===== src/sata_dma_reg_pkg.sv =====
package sata_dma_reg_pkg;

    typedef logic [3:0]  reg_addr_t;  // register index
    typedef logic [31:0] reg_word_t;  // register data

    // register map; CTRL and STATUS share one index (write ctrl, read status)
    localparam reg_addr_t REG_ADDR   = 4'h0;
    localparam reg_addr_t REG_LBA    = 4'h1;
    localparam reg_addr_t REG_COUNT  = 4'h2;
    localparam reg_addr_t REG_CTRL   = 4'h3;
    localparam reg_addr_t REG_STATUS = 4'h3;

    localparam int CTRL_START_BIT = 0;  // launch transfer
    localparam int CTRL_DIR_BIT   = 1;  // 0 mem->disk, 1 disk->mem
    localparam int STAT_BUSY_BIT  = 0;
    localparam int STAT_DONE_BIT  = 1;  // sticky until next start

    localparam int SECTOR_ALIGN_BITS = 7;  // addr bits forced to zero

    typedef enum logic {
        DIR_TO_DISK   = 1'b0,  // memory -> disk
        DIR_FROM_DISK = 1'b1   // disk -> memory
    } dma_dir_e;

    typedef struct packed {
        logic      write;
        reg_addr_t addr;
        reg_word_t data;
    } reg_req_t;

    typedef struct packed {
        reg_word_t mem_addr;  // byte address, sector aligned
        reg_word_t lba;
        reg_word_t count;     // sectors
        dma_dir_e  dir;
    } dma_job_t;

endpackage


===== src/sata_dma_data_pkg.sv =====
package sata_dma_data_pkg;

    localparam int MEM_W  = 64;  // memory data port
    localparam int DISK_W = 32;  // disk data port
    localparam int ADDR_W = 32;  // byte address

    typedef logic [MEM_W-1:0]  mem_word_t;
    typedef logic [DISK_W-1:0] disk_word_t;
    typedef logic [ADDR_W-1:0] mem_addr_t;

    // one burst of one sector
    typedef struct packed {
        logic      write;  // set for disk -> memory
        mem_addr_t addr;
    } mem_cmd_t;

    typedef struct packed {
        logic        dir;    // dma_dir_e encoding
        logic [31:0] lba;
        logic [31:0] count;  // sectors
    } disk_cmd_t;

endpackage


===== src/sata_dma_regs.sv =====
`timescale 1ns/1ps

module sata_dma_regs (
    input  logic                        aclk,
    input  logic                        rst,
    input  logic                        reg_req_valid,
    input  sata_dma_reg_pkg::reg_req_t  reg_req,
    output logic                        reg_req_ready,
    output logic                        reg_rsp_valid,
    output sata_dma_reg_pkg::reg_word_t reg_rsp_data,
    input  logic                        reg_rsp_ready,
    input  logic                        busy,
    input  logic                        done_pulse,
    output sata_dma_reg_pkg::dma_job_t  job,
    output logic                        start
);
    import sata_dma_reg_pkg::*;

    localparam reg_word_t ADDR_MASK = ~reg_word_t'((1 << SECTOR_ALIGN_BITS) - 1);

    reg_word_t addr_q;
    reg_word_t lba_q;
    reg_word_t count_q;
    dma_dir_e  dir_q;
    logic      done_q;
    logic      start_q;
    logic      req_fire;
    logic      engine_busy;
    logic      ctrl_wr;
    logic      launch;
    reg_word_t status_word;
    reg_word_t rd_word;

    assign reg_req_ready = !reg_rsp_valid;        // one pending response max
    assign req_fire      = reg_req_valid && reg_req_ready;
    assign engine_busy   = busy || start_q;       // start in flight counts as busy
    assign ctrl_wr       = req_fire && reg_req.write && (reg_req.addr == REG_CTRL);
    assign launch        = ctrl_wr && reg_req.data[CTRL_START_BIT] && !engine_busy;

    always_comb begin
        status_word                = '0;
        status_word[STAT_BUSY_BIT] = engine_busy;
        status_word[STAT_DONE_BIT] = done_q || done_pulse;  // visible in the pulse cycle
    end

    always_comb begin
        case (reg_req.addr)
            REG_ADDR:   rd_word = addr_q;
            REG_LBA:    rd_word = lba_q;
            REG_COUNT:  rd_word = count_q;
            REG_STATUS: rd_word = status_word;
            default:    rd_word = '0;  // undecoded
        endcase
    end

    always_ff @(posedge aclk) begin
        if (rst) begin
            addr_q  <= '0;
            lba_q   <= '0;
            count_q <= '0;
            dir_q   <= DIR_TO_DISK;
            done_q  <= 1'b0;
            start_q <= 1'b0;
        end else begin
            start_q <= launch;  // one cycle pulse
            if (req_fire && reg_req.write) begin
                case (reg_req.addr)
                    REG_ADDR:  addr_q  <= reg_req.data & ADDR_MASK;  // sector aligned
                    REG_LBA:   lba_q   <= reg_req.data;
                    REG_COUNT: count_q <= reg_req.data;
                    default:   ;
                endcase
            end
            if (ctrl_wr && !engine_busy) begin
                dir_q <= dma_dir_e'(reg_req.data[CTRL_DIR_BIT]);  // busy -> ignored
            end
            if (launch) begin
                done_q <= 1'b0;  // new job clears done
            end else if (done_pulse) begin
                done_q <= 1'b1;
            end
        end
    end

    // read response, held until taken
    always_ff @(posedge aclk) begin
        if (rst) begin
            reg_rsp_valid <= 1'b0;
        end else if (req_fire && !reg_req.write) begin
            reg_rsp_valid <= 1'b1;
        end else if (reg_rsp_ready) begin
            reg_rsp_valid <= 1'b0;
        end
    end

    always_ff @(posedge aclk) begin
        if (req_fire && !reg_req.write) begin
            reg_rsp_data <= rd_word;  // captured with the read
        end
    end

    assign start = start_q;
    assign job   = '{mem_addr: addr_q, lba: lba_q, count: count_q, dir: dir_q};

endmodule


===== src/sata_dma_ctrl.sv =====
`timescale 1ns/1ps

module sata_dma_ctrl #(
    parameter int SECTOR_WORDS = 64
) (
    input  logic                          aclk,
    input  logic                          rst,
    input  sata_dma_reg_pkg::dma_job_t    job,
    input  logic                          start,
    output logic                          busy,
    output logic                          done_pulse,
    output logic                          disk_cmd_valid,
    output sata_dma_data_pkg::disk_cmd_t  disk_cmd,
    input  logic                          disk_cmd_ready,
    output logic                          mem_cmd_valid,
    output sata_dma_data_pkg::mem_cmd_t   mem_cmd,
    input  logic                          mem_cmd_ready,
    output logic                          xfer_en,
    output sata_dma_reg_pkg::dma_dir_e    dir,
    input  logic                          sector_end
);
    import sata_dma_reg_pkg::*;
    import sata_dma_data_pkg::*;

    localparam mem_addr_t SECTOR_BYTES = mem_addr_t'(SECTOR_WORDS * 8);  // address step

    typedef enum logic [2:0] {
        ST_IDLE,
        ST_DISK_CMD,     // single command to disk side
        ST_MEM_CMD,      // one burst per sector
        ST_SECTOR_WAIT,  // data moving, wait for sector_end
        ST_FINISH        // done pulse
    } state_e;

    state_e    state_q;
    dma_dir_e  dir_q;
    reg_word_t left_q;   // sectors not yet commanded
    reg_word_t lba_q;
    reg_word_t count_q;
    mem_addr_t addr_q;   // address of next burst

    always_ff @(posedge aclk) begin
        if (rst) begin
            state_q <= ST_IDLE;
            dir_q   <= DIR_TO_DISK;
            left_q  <= '0;
        end else begin
            case (state_q)
                ST_IDLE: begin
                    if (start) begin
                        dir_q   <= job.dir;
                        left_q  <= job.count;
                        state_q <= (job.count == '0) ? ST_FINISH : ST_DISK_CMD;  // zero count
                    end
                end
                ST_DISK_CMD: begin
                    if (disk_cmd_ready) begin
                        state_q <= ST_MEM_CMD;
                    end
                end
                ST_MEM_CMD: begin
                    if (mem_cmd_ready) begin
                        left_q  <= left_q - 1'b1;
                        state_q <= ST_SECTOR_WAIT;
                    end
                end
                ST_SECTOR_WAIT: begin
                    if (sector_end) begin
                        state_q <= (left_q == '0) ? ST_FINISH : ST_MEM_CMD;
                    end
                end
                ST_FINISH: state_q <= ST_IDLE;
                default:   state_q <= ST_IDLE;
            endcase
        end
    end

    // job payload, latched at start
    always_ff @(posedge aclk) begin
        if (state_q == ST_IDLE && start) begin
            lba_q   <= job.lba;
            count_q <= job.count;
            addr_q  <= job.mem_addr;
        end else if (state_q == ST_MEM_CMD && mem_cmd_ready) begin
            addr_q <= addr_q + SECTOR_BYTES;  // next sector
        end
    end

    assign busy       = (state_q == ST_DISK_CMD) || (state_q == ST_MEM_CMD) ||
                        (state_q == ST_SECTOR_WAIT);  // low in finish as done rises
    assign done_pulse = (state_q == ST_FINISH);

    assign disk_cmd_valid = (state_q == ST_DISK_CMD);
    assign disk_cmd       = '{dir: dir_q, lba: lba_q, count: count_q};

    assign mem_cmd_valid = (state_q == ST_MEM_CMD);
    assign mem_cmd       = '{write: (dir_q == DIR_FROM_DISK), addr: addr_q};

    assign xfer_en = (state_q == ST_SECTOR_WAIT);  // data only after its burst cmd
    assign dir     = dir_q;

endmodule


===== src/sata_dma_pack.sv =====
`timescale 1ns/1ps

module sata_dma_pack #(
    parameter int SECTOR_WORDS = 64
) (
    input  logic                          aclk,
    input  logic                          rst,
    input  logic                          xfer_en,
    input  sata_dma_reg_pkg::dma_dir_e    dir,
    output logic                          sector_end,
    input  logic                          mem_rd_valid,
    input  sata_dma_data_pkg::mem_word_t  mem_rd_data,
    output logic                          mem_rd_ready,
    output logic                          mem_wr_valid,
    output sata_dma_data_pkg::mem_word_t  mem_wr_data,
    input  logic                          mem_wr_ready,
    output logic                          disk_wr_valid,
    output sata_dma_data_pkg::disk_word_t disk_wr_data,
    input  logic                          disk_wr_ready,
    input  logic                          disk_rd_valid,
    input  sata_dma_data_pkg::disk_word_t disk_rd_data,
    output logic                          disk_rd_ready
);
    import sata_dma_reg_pkg::*;
    import sata_dma_data_pkg::*;

    localparam int CNT_W = $clog2(SECTOR_WORDS);  // wraps once per sector

    mem_word_t        buf_q;     // the one word buffer
    logic             full_q;    // buffer holds a complete word
    logic             half_q;    // 0 low half, 1 high half
    logic [CNT_W-1:0] cnt_q;     // words gone out in this sector
    logic             to_disk;
    logic             mem_rd_fire;
    logic             mem_wr_fire;
    logic             disk_wr_fire;
    logic             disk_rd_fire;
    logic             word_out;

    assign to_disk = (dir == DIR_TO_DISK);

    // inactive side held off, input blocked while buffer full
    assign mem_rd_ready  = xfer_en && to_disk && !full_q;
    assign disk_rd_ready = xfer_en && !to_disk && !full_q;
    assign disk_wr_valid = full_q && to_disk;
    assign mem_wr_valid  = full_q && !to_disk;

    assign disk_wr_data = half_q ? buf_q[MEM_W-1:DISK_W] : buf_q[DISK_W-1:0];  // low first
    assign mem_wr_data  = buf_q;

    assign mem_rd_fire  = mem_rd_valid && mem_rd_ready;
    assign mem_wr_fire  = mem_wr_valid && mem_wr_ready;
    assign disk_wr_fire = disk_wr_valid && disk_wr_ready;
    assign disk_rd_fire = disk_rd_valid && disk_rd_ready;

    assign word_out   = (disk_wr_fire && half_q) || mem_wr_fire;  // a 64-bit word leaves
    assign sector_end = word_out && (cnt_q == CNT_W'(SECTOR_WORDS - 1));

    always_ff @(posedge aclk) begin
        if (rst) begin
            full_q <= 1'b0;
            half_q <= 1'b0;
            cnt_q  <= '0;
        end else begin
            if (to_disk) begin
                if (mem_rd_fire) begin
                    full_q <= 1'b1;
                    half_q <= 1'b0;
                end else if (disk_wr_fire) begin
                    full_q <= !half_q;  // empty after high half
                    half_q <= !half_q;
                end
            end else begin
                if (disk_rd_fire) begin
                    full_q <= half_q;   // full after second beat
                    half_q <= !half_q;
                end else if (mem_wr_fire) begin
                    full_q <= 1'b0;
                end
            end
            if (word_out) begin
                cnt_q <= cnt_q + 1'b1;
            end
        end
    end

    // buffer payload
    always_ff @(posedge aclk) begin
        if (mem_rd_fire) begin
            buf_q <= mem_rd_data;
        end else if (disk_rd_fire) begin
            if (half_q) begin
                buf_q[MEM_W-1:DISK_W] <= disk_rd_data;  // second beat high
            end else begin
                buf_q[DISK_W-1:0] <= disk_rd_data;
            end
        end
    end

endmodule


===== src/sata_dma_top.sv =====
`timescale 1ns/1ps

module sata_dma_top #(
    parameter int SECTOR_WORDS = 64
) (
    input  logic                          aclk,
    input  logic                          rst,
    // register port
    input  logic                          reg_req_valid,
    input  sata_dma_reg_pkg::reg_req_t    reg_req,
    output logic                          reg_req_ready,
    output logic                          reg_rsp_valid,
    output sata_dma_reg_pkg::reg_word_t   reg_rsp_data,
    input  logic                          reg_rsp_ready,
    // commands
    output logic                          disk_cmd_valid,
    output sata_dma_data_pkg::disk_cmd_t  disk_cmd,
    input  logic                          disk_cmd_ready,
    output logic                          mem_cmd_valid,
    output sata_dma_data_pkg::mem_cmd_t   mem_cmd,
    input  logic                          mem_cmd_ready,
    // memory data
    input  logic                          mem_rd_valid,
    input  sata_dma_data_pkg::mem_word_t  mem_rd_data,
    output logic                          mem_rd_ready,
    output logic                          mem_wr_valid,
    output sata_dma_data_pkg::mem_word_t  mem_wr_data,
    input  logic                          mem_wr_ready,
    // disk data
    output logic                          disk_wr_valid,
    output sata_dma_data_pkg::disk_word_t disk_wr_data,
    input  logic                          disk_wr_ready,
    input  logic                          disk_rd_valid,
    input  sata_dma_data_pkg::disk_word_t disk_rd_data,
    output logic                          disk_rd_ready
);
    import sata_dma_reg_pkg::*;

    dma_job_t job;         // regs -> ctrl
    logic     start;
    logic     busy;
    logic     done_pulse;
    logic     xfer_en;     // ctrl -> pack
    dma_dir_e dir;
    logic     sector_end;  // pack -> ctrl

    sata_dma_regs regs0 (
        .aclk          (aclk),
        .rst           (rst),
        .reg_req_valid (reg_req_valid),
        .reg_req       (reg_req),
        .reg_req_ready (reg_req_ready),
        .reg_rsp_valid (reg_rsp_valid),
        .reg_rsp_data  (reg_rsp_data),
        .reg_rsp_ready (reg_rsp_ready),
        .busy          (busy),
        .done_pulse    (done_pulse),
        .job           (job),
        .start         (start)
    );

    sata_dma_ctrl #(
        .SECTOR_WORDS (SECTOR_WORDS)
    ) ctrl0 (
        .aclk           (aclk),
        .rst            (rst),
        .job            (job),
        .start          (start),
        .busy           (busy),
        .done_pulse     (done_pulse),
        .disk_cmd_valid (disk_cmd_valid),
        .disk_cmd       (disk_cmd),
        .disk_cmd_ready (disk_cmd_ready),
        .mem_cmd_valid  (mem_cmd_valid),
        .mem_cmd        (mem_cmd),
        .mem_cmd_ready  (mem_cmd_ready),
        .xfer_en        (xfer_en),
        .dir            (dir),
        .sector_end     (sector_end)
    );

    sata_dma_pack #(
        .SECTOR_WORDS (SECTOR_WORDS)
    ) pack0 (
        .aclk          (aclk),
        .rst           (rst),
        .xfer_en       (xfer_en),
        .dir           (dir),
        .sector_end    (sector_end),
        .mem_rd_valid  (mem_rd_valid),
        .mem_rd_data   (mem_rd_data),
        .mem_rd_ready  (mem_rd_ready),
        .mem_wr_valid  (mem_wr_valid),
        .mem_wr_data   (mem_wr_data),
        .mem_wr_ready  (mem_wr_ready),
        .disk_wr_valid (disk_wr_valid),
        .disk_wr_data  (disk_wr_data),
        .disk_wr_ready (disk_wr_ready),
        .disk_rd_valid (disk_rd_valid),
        .disk_rd_data  (disk_rd_data),
        .disk_rd_ready (disk_rd_ready)
    );

endmodule


===== config.mk =====
export PLATFORM = sky130hd
export DESIGN_NAME = sata_dma_top
export DESIGN_NICKNAME = d
export VERILOG_FILES = /design/src/sata_dma_reg_pkg.sv /design/src/sata_dma_data_pkg.sv /design/src/sata_dma_regs.sv /design/src/sata_dma_ctrl.sv /design/src/sata_dma_pack.sv /design/src/sata_dma_top.sv
export SDC_FILE = /design/constraint.sdc
export NUM_CORES = 1
export LEC_CHECK = 0
export CAP_MARGIN = 25
export CELL_PAD_IN_SITES_DETAIL_PLACEMENT = 1
export CELL_PAD_IN_SITES_GLOBAL_PLACEMENT = 1
export CORE_AREA = 2 2 184 186
export CTS_BUF_LIST = sky130_fd_sc_hd__clkbuf_4 sky130_fd_sc_hd__clkbuf_8 sky130_fd_sc_hd__clkbuf_16
export DETAILED_ROUTE_END_ITERATION = 7
export DIE_AREA = 0 0 186 188
export DONT_BUFFER_PORTS = 1
export GPL_ROUTABILITY_DRIVEN = 0
export GPL_TIMING_DRIVEN = 0
export PLACE_DENSITY_LB_ADDON = 0.1
export SLEW_MARGIN = 40
export SYNTH_ARGS = -nofsm -noshare
export SYNTH_HDL_FRONTEND = slang
export SYNTH_SLANG_ARGS = --single-unit

===== constraint.sdc =====
create_clock -name aclk -period 3.38 [get_ports aclk]
set_input_delay 0.507 -clock aclk [delete_from_list [all_inputs] [get_ports aclk]]
set_output_delay 0.507 -clock aclk [all_outputs]
set_load 0.005 [all_outputs]

==> Yosys cells after proc, flatten, opt, wreduce, memory -nomap -nowiden <==
Cells that the tools add are included.
{ "totals": {"regBits": 329, "output_inout_bits": 234, "wordCells": 119} }
{ "classes": {"n_mux": 28, "eq_ne": 15, "reduce_logical": 52, "bitwise": 1, "add_sub_neg": 3} }
{ "ops": {"columns": ["op", "count"], "rows": [
  ["two-way mux 32 bit", 7],
  ["two-way mux 64 bit", 2],
  ["one-hot mux 32 bit (4 select lines)", 1],
  ["zero test 32 bit", 2],
  ["one-hot mux 32 bit (2 select lines)", 1],
  ["adder 32 x 10 -> 32 bit, second input constant", 1],
  ["subtractor 32 x 1 -> 32 bit, second input constant", 1],
  ["logical AND 1 bit", 21],
  ["two-way mux 3 bit", 6],
  ["AND reduction 2 bit", 8],
  ["one-hot mux 3 bit (4 select lines)", 1],
  ["two-way mux 1 bit", 10],
  ["nonzero test 2 bit", 5],
  ["equality test 4 x 2 -> 1 bit, second input constant", 2],
  ["adder 6 x 1 -> 6 bit, second input constant", 1],
  ["equality test 3 x 2 -> 1 bit, second input constant", 2],
  ["equality test 6 bit, second input constant", 1],
  ["inequality test 2 x 1 -> 1 bit, second input constant", 3],
  ["inequality test 2 bit, second input constant", 3],
  ["zero test 1 bit", 5],
  ["logical OR 1 bit", 5],
  ["equality test 4 x 1 -> 1 bit, second input constant", 1],
  ["zero test 4 bit", 1],
  ["AND reduction 4 bit", 1],
  ["other kinds (8)", 8]
]} }

==> Logic depth before layout (Yosys ltp) <==
{ "depth": {"ltp_word": 8, "mapped_depth": 10, "mapped_depth_nobuf": 7} }

==> Modules after synthesis <==
From an unflattened synthesis, not the netlist that was laid out.
{ "unflattened": {"cells_unflattened": 1367, "area_unflattened_um2": 14861.8} }
{ "modules_own_cells": {"columns": ["mod", "area_each_um2", "cells_per_inst", "n_inst"], "rows": [
  ["sata_dma_ctrl", 6062.1, 526, 1],
  ["sata_dma_regs", 5276.3, 503, 1],
  ["sata_dma_pack", 3523.4, 338, 1]
]} }

==> Least setup slack after synthesis <==
Ideal clock, no wire load.
{ "synth_path": {"path_type": "register to register", "start": "reg ctrl0.state_q[0]", "end": "reg pack0.buf_q[0] (netlist: pack0.mem_wr_data[0]) (enable)", "arrival_time_ps": 3218, "path_slack_ps": -304, "stages_incl_launch_ff": 5, "synth_period_minus_slack_ps": 3684, "n_path_buf": 1, "path_cell_list": "dfxtp_1 clkbuf_1 and4bb_2 nand3_1 o21ai_0"} }
{ "synth_between": {"elab_chain_len": 6} }
{ "synth_rtl": {"columns": ["item", "line_no", "source"], "rows": [
  ["start, declared", "sata_dma_ctrl.sv:35", "state_e state_q;"],
  ["start signal, assigned", "sata_dma_ctrl.sv:53", "state_q <= (job.count == '0) ? ST_FINISH : ST_DISK_CMD;"],
  ["start signal, assigned", "sata_dma_ctrl.sv:69", "state_q <= (left_q == '0) ? ST_FINISH : ST_MEM_CMD;"],
  ["equality test 3 x 2 -> 1 bit (*)", "sata_dma_ctrl.sv:99", "assign xfer_en = (state_q == ST_SECTOR_WAIT);"],
  ["logical AND 1 bit (on tied branches) (2 in series)", "sata_dma_pack.sv:43, sata_dma_pack.sv:44", null],
  ["logical AND 1 bit (on tied branches)", "sata_dma_pack.sv:51, sata_dma_pack.sv:54", null],
  ["inequality test 2 bit (no source line) or nonzero test 2 bit (tied branches)", null, null],
  ["AND reduction 2 bit (no source line) (*)", null, null],
  ["end signal, assigned", "sata_dma_pack.sv:90", "buf_q <= mem_rd_data;"],
  ["end signal, assigned by index", "sata_dma_pack.sv:93", "buf_q[MEM_W-1:DISK_W] <= disk_rd_data;"],
  ["end signal, assigned by index", "sata_dma_pack.sv:95", "buf_q[DISK_W-1:0] <= disk_rd_data;"],
  ["end, declared", "sata_dma_pack.sv:29", "mem_word_t buf_q;"]
]} }
Mark *: on every way between the ends. The rest lies on a longest branch, timed or not.
A chain may end at the register's enable or synchronous reset.

==> Worst setup path in the final report <==
{ "layout_path": {"start": "reg ctrl0.state_q[0]", "end": "reg pack0.buf_q[42] (netlist: pack0.mem_wr_data[42]) (enable)"} }
{ "layout_between": {"elab_chain_len": 6} }
{ "layout_rtl": {"columns": ["item", "line_no", "source"], "rows": [
  ["equality test 3 x 2 -> 1 bit (*)", "sata_dma_ctrl.sv:99", null],
  ["logical AND 1 bit (*) (2 in series)", "sata_dma_pack.sv:43", "assign mem_rd_ready = xfer_en && to_disk && !full_q;"],
  ["via mem_rd_ready", "sata_dma_top.sv:25", "output logic mem_rd_ready,"],
  ["logical AND 1 bit (*)", "sata_dma_pack.sv:51", "assign mem_rd_fire = mem_rd_valid && mem_rd_ready;"],
  ["nonzero test 2 bit (no source line)", null, null],
  ["AND reduction 2 bit (no source line) (*)", null, null]
]} }
Mark *: on every way through the listed nets, which the timed path passes. The rest lies on a longest branch.

==> impl_metrics.ini <==
[floorplanning]
die_h_um = 188
die_w_um = 186
fp-row-count = 67
die_area_um2 = 34970
io_pins = 377
start_util = 0.4247
core_area_um2 = 33110

[power]
cellLeakagePower_uw = 0.005497
p_clk_frac = 0.401
switching_share = 0.2776
power.total_uw = 9739
switchingPower_uw = 2704
p_int_uw = 7035
power_density_nw_per_um2 = 607.6
p_comb_frac = 0.147
vdd_drop_max_mv = 0.3199
p_seq_frac = 0.452

[placement]
portBuffers = 0
dp.cells = 1903
dp_hpwl_um = 33840
dpl-instance-area_um2 = 14840

[logic_synthesis]
synth-seq-cells = 322
synth_cell_type_count = 71
synth_area_um2 = 14060
synth-edff-count = 185
syn_area_per_cell_um2 = 9.760
ys_seq_area_frac = 0.5900
synth-main-ff-cell = edfxtp_1
syn_inst = 1441
async_flop_share = 0
synth_warnings = 0

[cts]
clkSinkCount = 322
cts-root-buf = clkbuf_16
cts_inserted_buffers = 37
cts_buffer_depth = 3
cts_resized = 0
insertion_delay_ns = 0.51
ctsHoldBuffers = 0
path_clk_slew_ns = 0.06
cts-htree-levels = 2
cts_setup_buffers = 0
cts_tree = done

[finish]
nFillCells = 3755
fin_nets = 1641
layout_commonest_cell = nand2_1
fin_area_um2 = 16030
insertedDiodeCount = 0
drive_gt1_frac = 0.09396
multi_input_area_um2 = 5376
synthToLayoutAreaGrowth_pct = 13.97
stdcell_count = 1970
regArea_um2 = 8298
final_cell_mix = 406 x nand2_1, 185 x edfxtp_1, 152 x a21oi_1

[sta]
setup_viol = 0
slew_headroom = 0.4463
skew_ns = 0.01712
tightest_slew_ns = 0.8305
max_freq_ghz = 0.3286
drv_slew = 0
period_minus_slack_ns = 3.043
finalCritPeriodShare = 0.9003
hold_viol = 0
setup_tns_ns = 0
rsz0062_at_grt = false
hold_slack_ns = 0.09066

[routing]
dr.pass1.iters = 7
drt_iter0_drc = 793
routed_wl_um = 46210
vias_per_cell = 5.671
via_count = 11170
ant_nets = 0
wl_per_cell_um = 23.46
drc = 0

[critical_path]
critPathMaxFanout = 13
start_kind = register
path_class = register to register
cp-end-kind = register
crit_required_ns = 3.59
r2r_setup_slack_ns = 0.34
crit_arrival_ns = 3.25

[status]
status = complete, no violations

[global_route]
overflow = 0
first_global_vias = 11240
grt_max_degree = 33
grt_pass1_wl_um = 69120
grt_use_total = 0.2587
antenna_found_initial = 0

[run]
max_cap_violations = 0

[worst_hold_path]
hp-class = input port to register
-- per-stage QoR --
stage / util / setup slack (ns)
2_1_floorplan: - / -0.3040
3_3_place_gp: 0.4423 / -2.036
3_5_place_dp: 0.4481 / 0.3372
4_1_cts: 0.4840 / 0.3051
5_1_grt: 0.4840 / 0.1136
6_report: 0.4840 / 0.3370
-- critical path, stage by stage (launching register included) --
cell and delay (ns):
dfxtp_1 0.31, clkbuf_1 0.32, and4bb_2 0.36, nor2b_1 0.30, nand2_1 0.36, clkbuf_1 0.41
o21ai_4 0.27, buf_8 0.23, buf_8 0.17
-- cells in the mapped netlist, types with 7 or more instances --
cell type,number,area share
mux2_2,32,0.026
buf_4,9,0.0048
or3_1,12,0.0053
nand3_1,18,0.0064
mux2i_1,30,0.021
a31oi_1,7,0.0031
nor3_1,15,0.0053
clkbuf_1,71,0.019
edfxtp_1,185,0.40
a21oi_1,152,0.054
inv_1,11,0.0029
o21ai_0,34,0.012
xnor2_1,11,0.0069
nor2_1,117,0.031
and3_1,15,0.0067
xor2_1,16,0.010
dfxtp_1,137,0.20
nor2b_1,7,0.0031
nand4_1,17,0.0076
buf_2,10,0.0036
nor4_1,18,0.0080
a22oi_1,11,0.0059
nand2_1,406,0.11
-- routing by layer --
layer | vias up | GRT usage | wire, um
li1 | 5148 | - | -
met1 | 5593 | 0.3680 | 20580
met2 | 375 | 0.4072 | 21520
met3 | 56 | 0.05050 | 3288
met4 | 0 | 0.05906 | 823
met5 | - | 0 | 0
-- power groups by stage --
| stage | Clock [uW] | Sequential [uW] | Combinational, uW |
|---|---|---|---|
| after floorplan | 0 | 4440 | 975 |
| after global placement | 0 | 4480 | 1360 |
| after detailed placement | 0 | 4480 | 1410 |
| after CTS | 3970 | 4400 | 1420 |
| after global routing | 4140 | 4420 | 1570 |
| final | 3900 | 4400 | 1440 |
-- sequential cells by signal (all words and copies together), names as in the netlist, 3 cells and up --
name                count
regs0.addr_q           25
ctrl0.count_q          32
ctrl0.state_q           3
ctrl0.left_q           32
regs0.count_q          32
regs0.lba_q            32
pack0.mem_wr_data      64
pack0.cnt_q             6
ctrl0.addr_q           25
ctrl0.lba_q            32
regs0.reg_rsp_data     32
-- layout make-up --
cell class / instances / share of cell area
plain buffers: 96 / 0.02568
clock inverters: 17 / 0.007260
inverters: 13 / 0.003123
multi-input cells: 1016 / 0.3354
flip-flops and latches: 322 / 0.5177
well taps: 448 / 0.03497
clock buffers: 50 / 0.06690
repair buffers: 8 / 0.008899
-- path summary, 6_finish.rpt --
kind / endpoint / cells past startpoint / start
worst max-delay path: pack0.mem_wr_data[42] / 8 / ctrl0.state_q[0]
worst min-delay path: regs0.done_q / 1 / reg_req[0]
worst min register to register: ctrl0.lba_q[1] / 0 / regs0.lba_q[1]
worst max register to register: pack0.mem_wr_data[42] / 8 / ctrl0.state_q[0]
-- logic make-up after synthesis --
kind of cell	share of synthesized area
compound gates	0.1076
xor+xnor	0.01681
fa+ha+maj	0.003559
buf+inv	0.03247
flops	0.5900
mux	0.04698
other cells	0.0002666
simple gates	0.2023
Power figures use the tool's default switching activity.
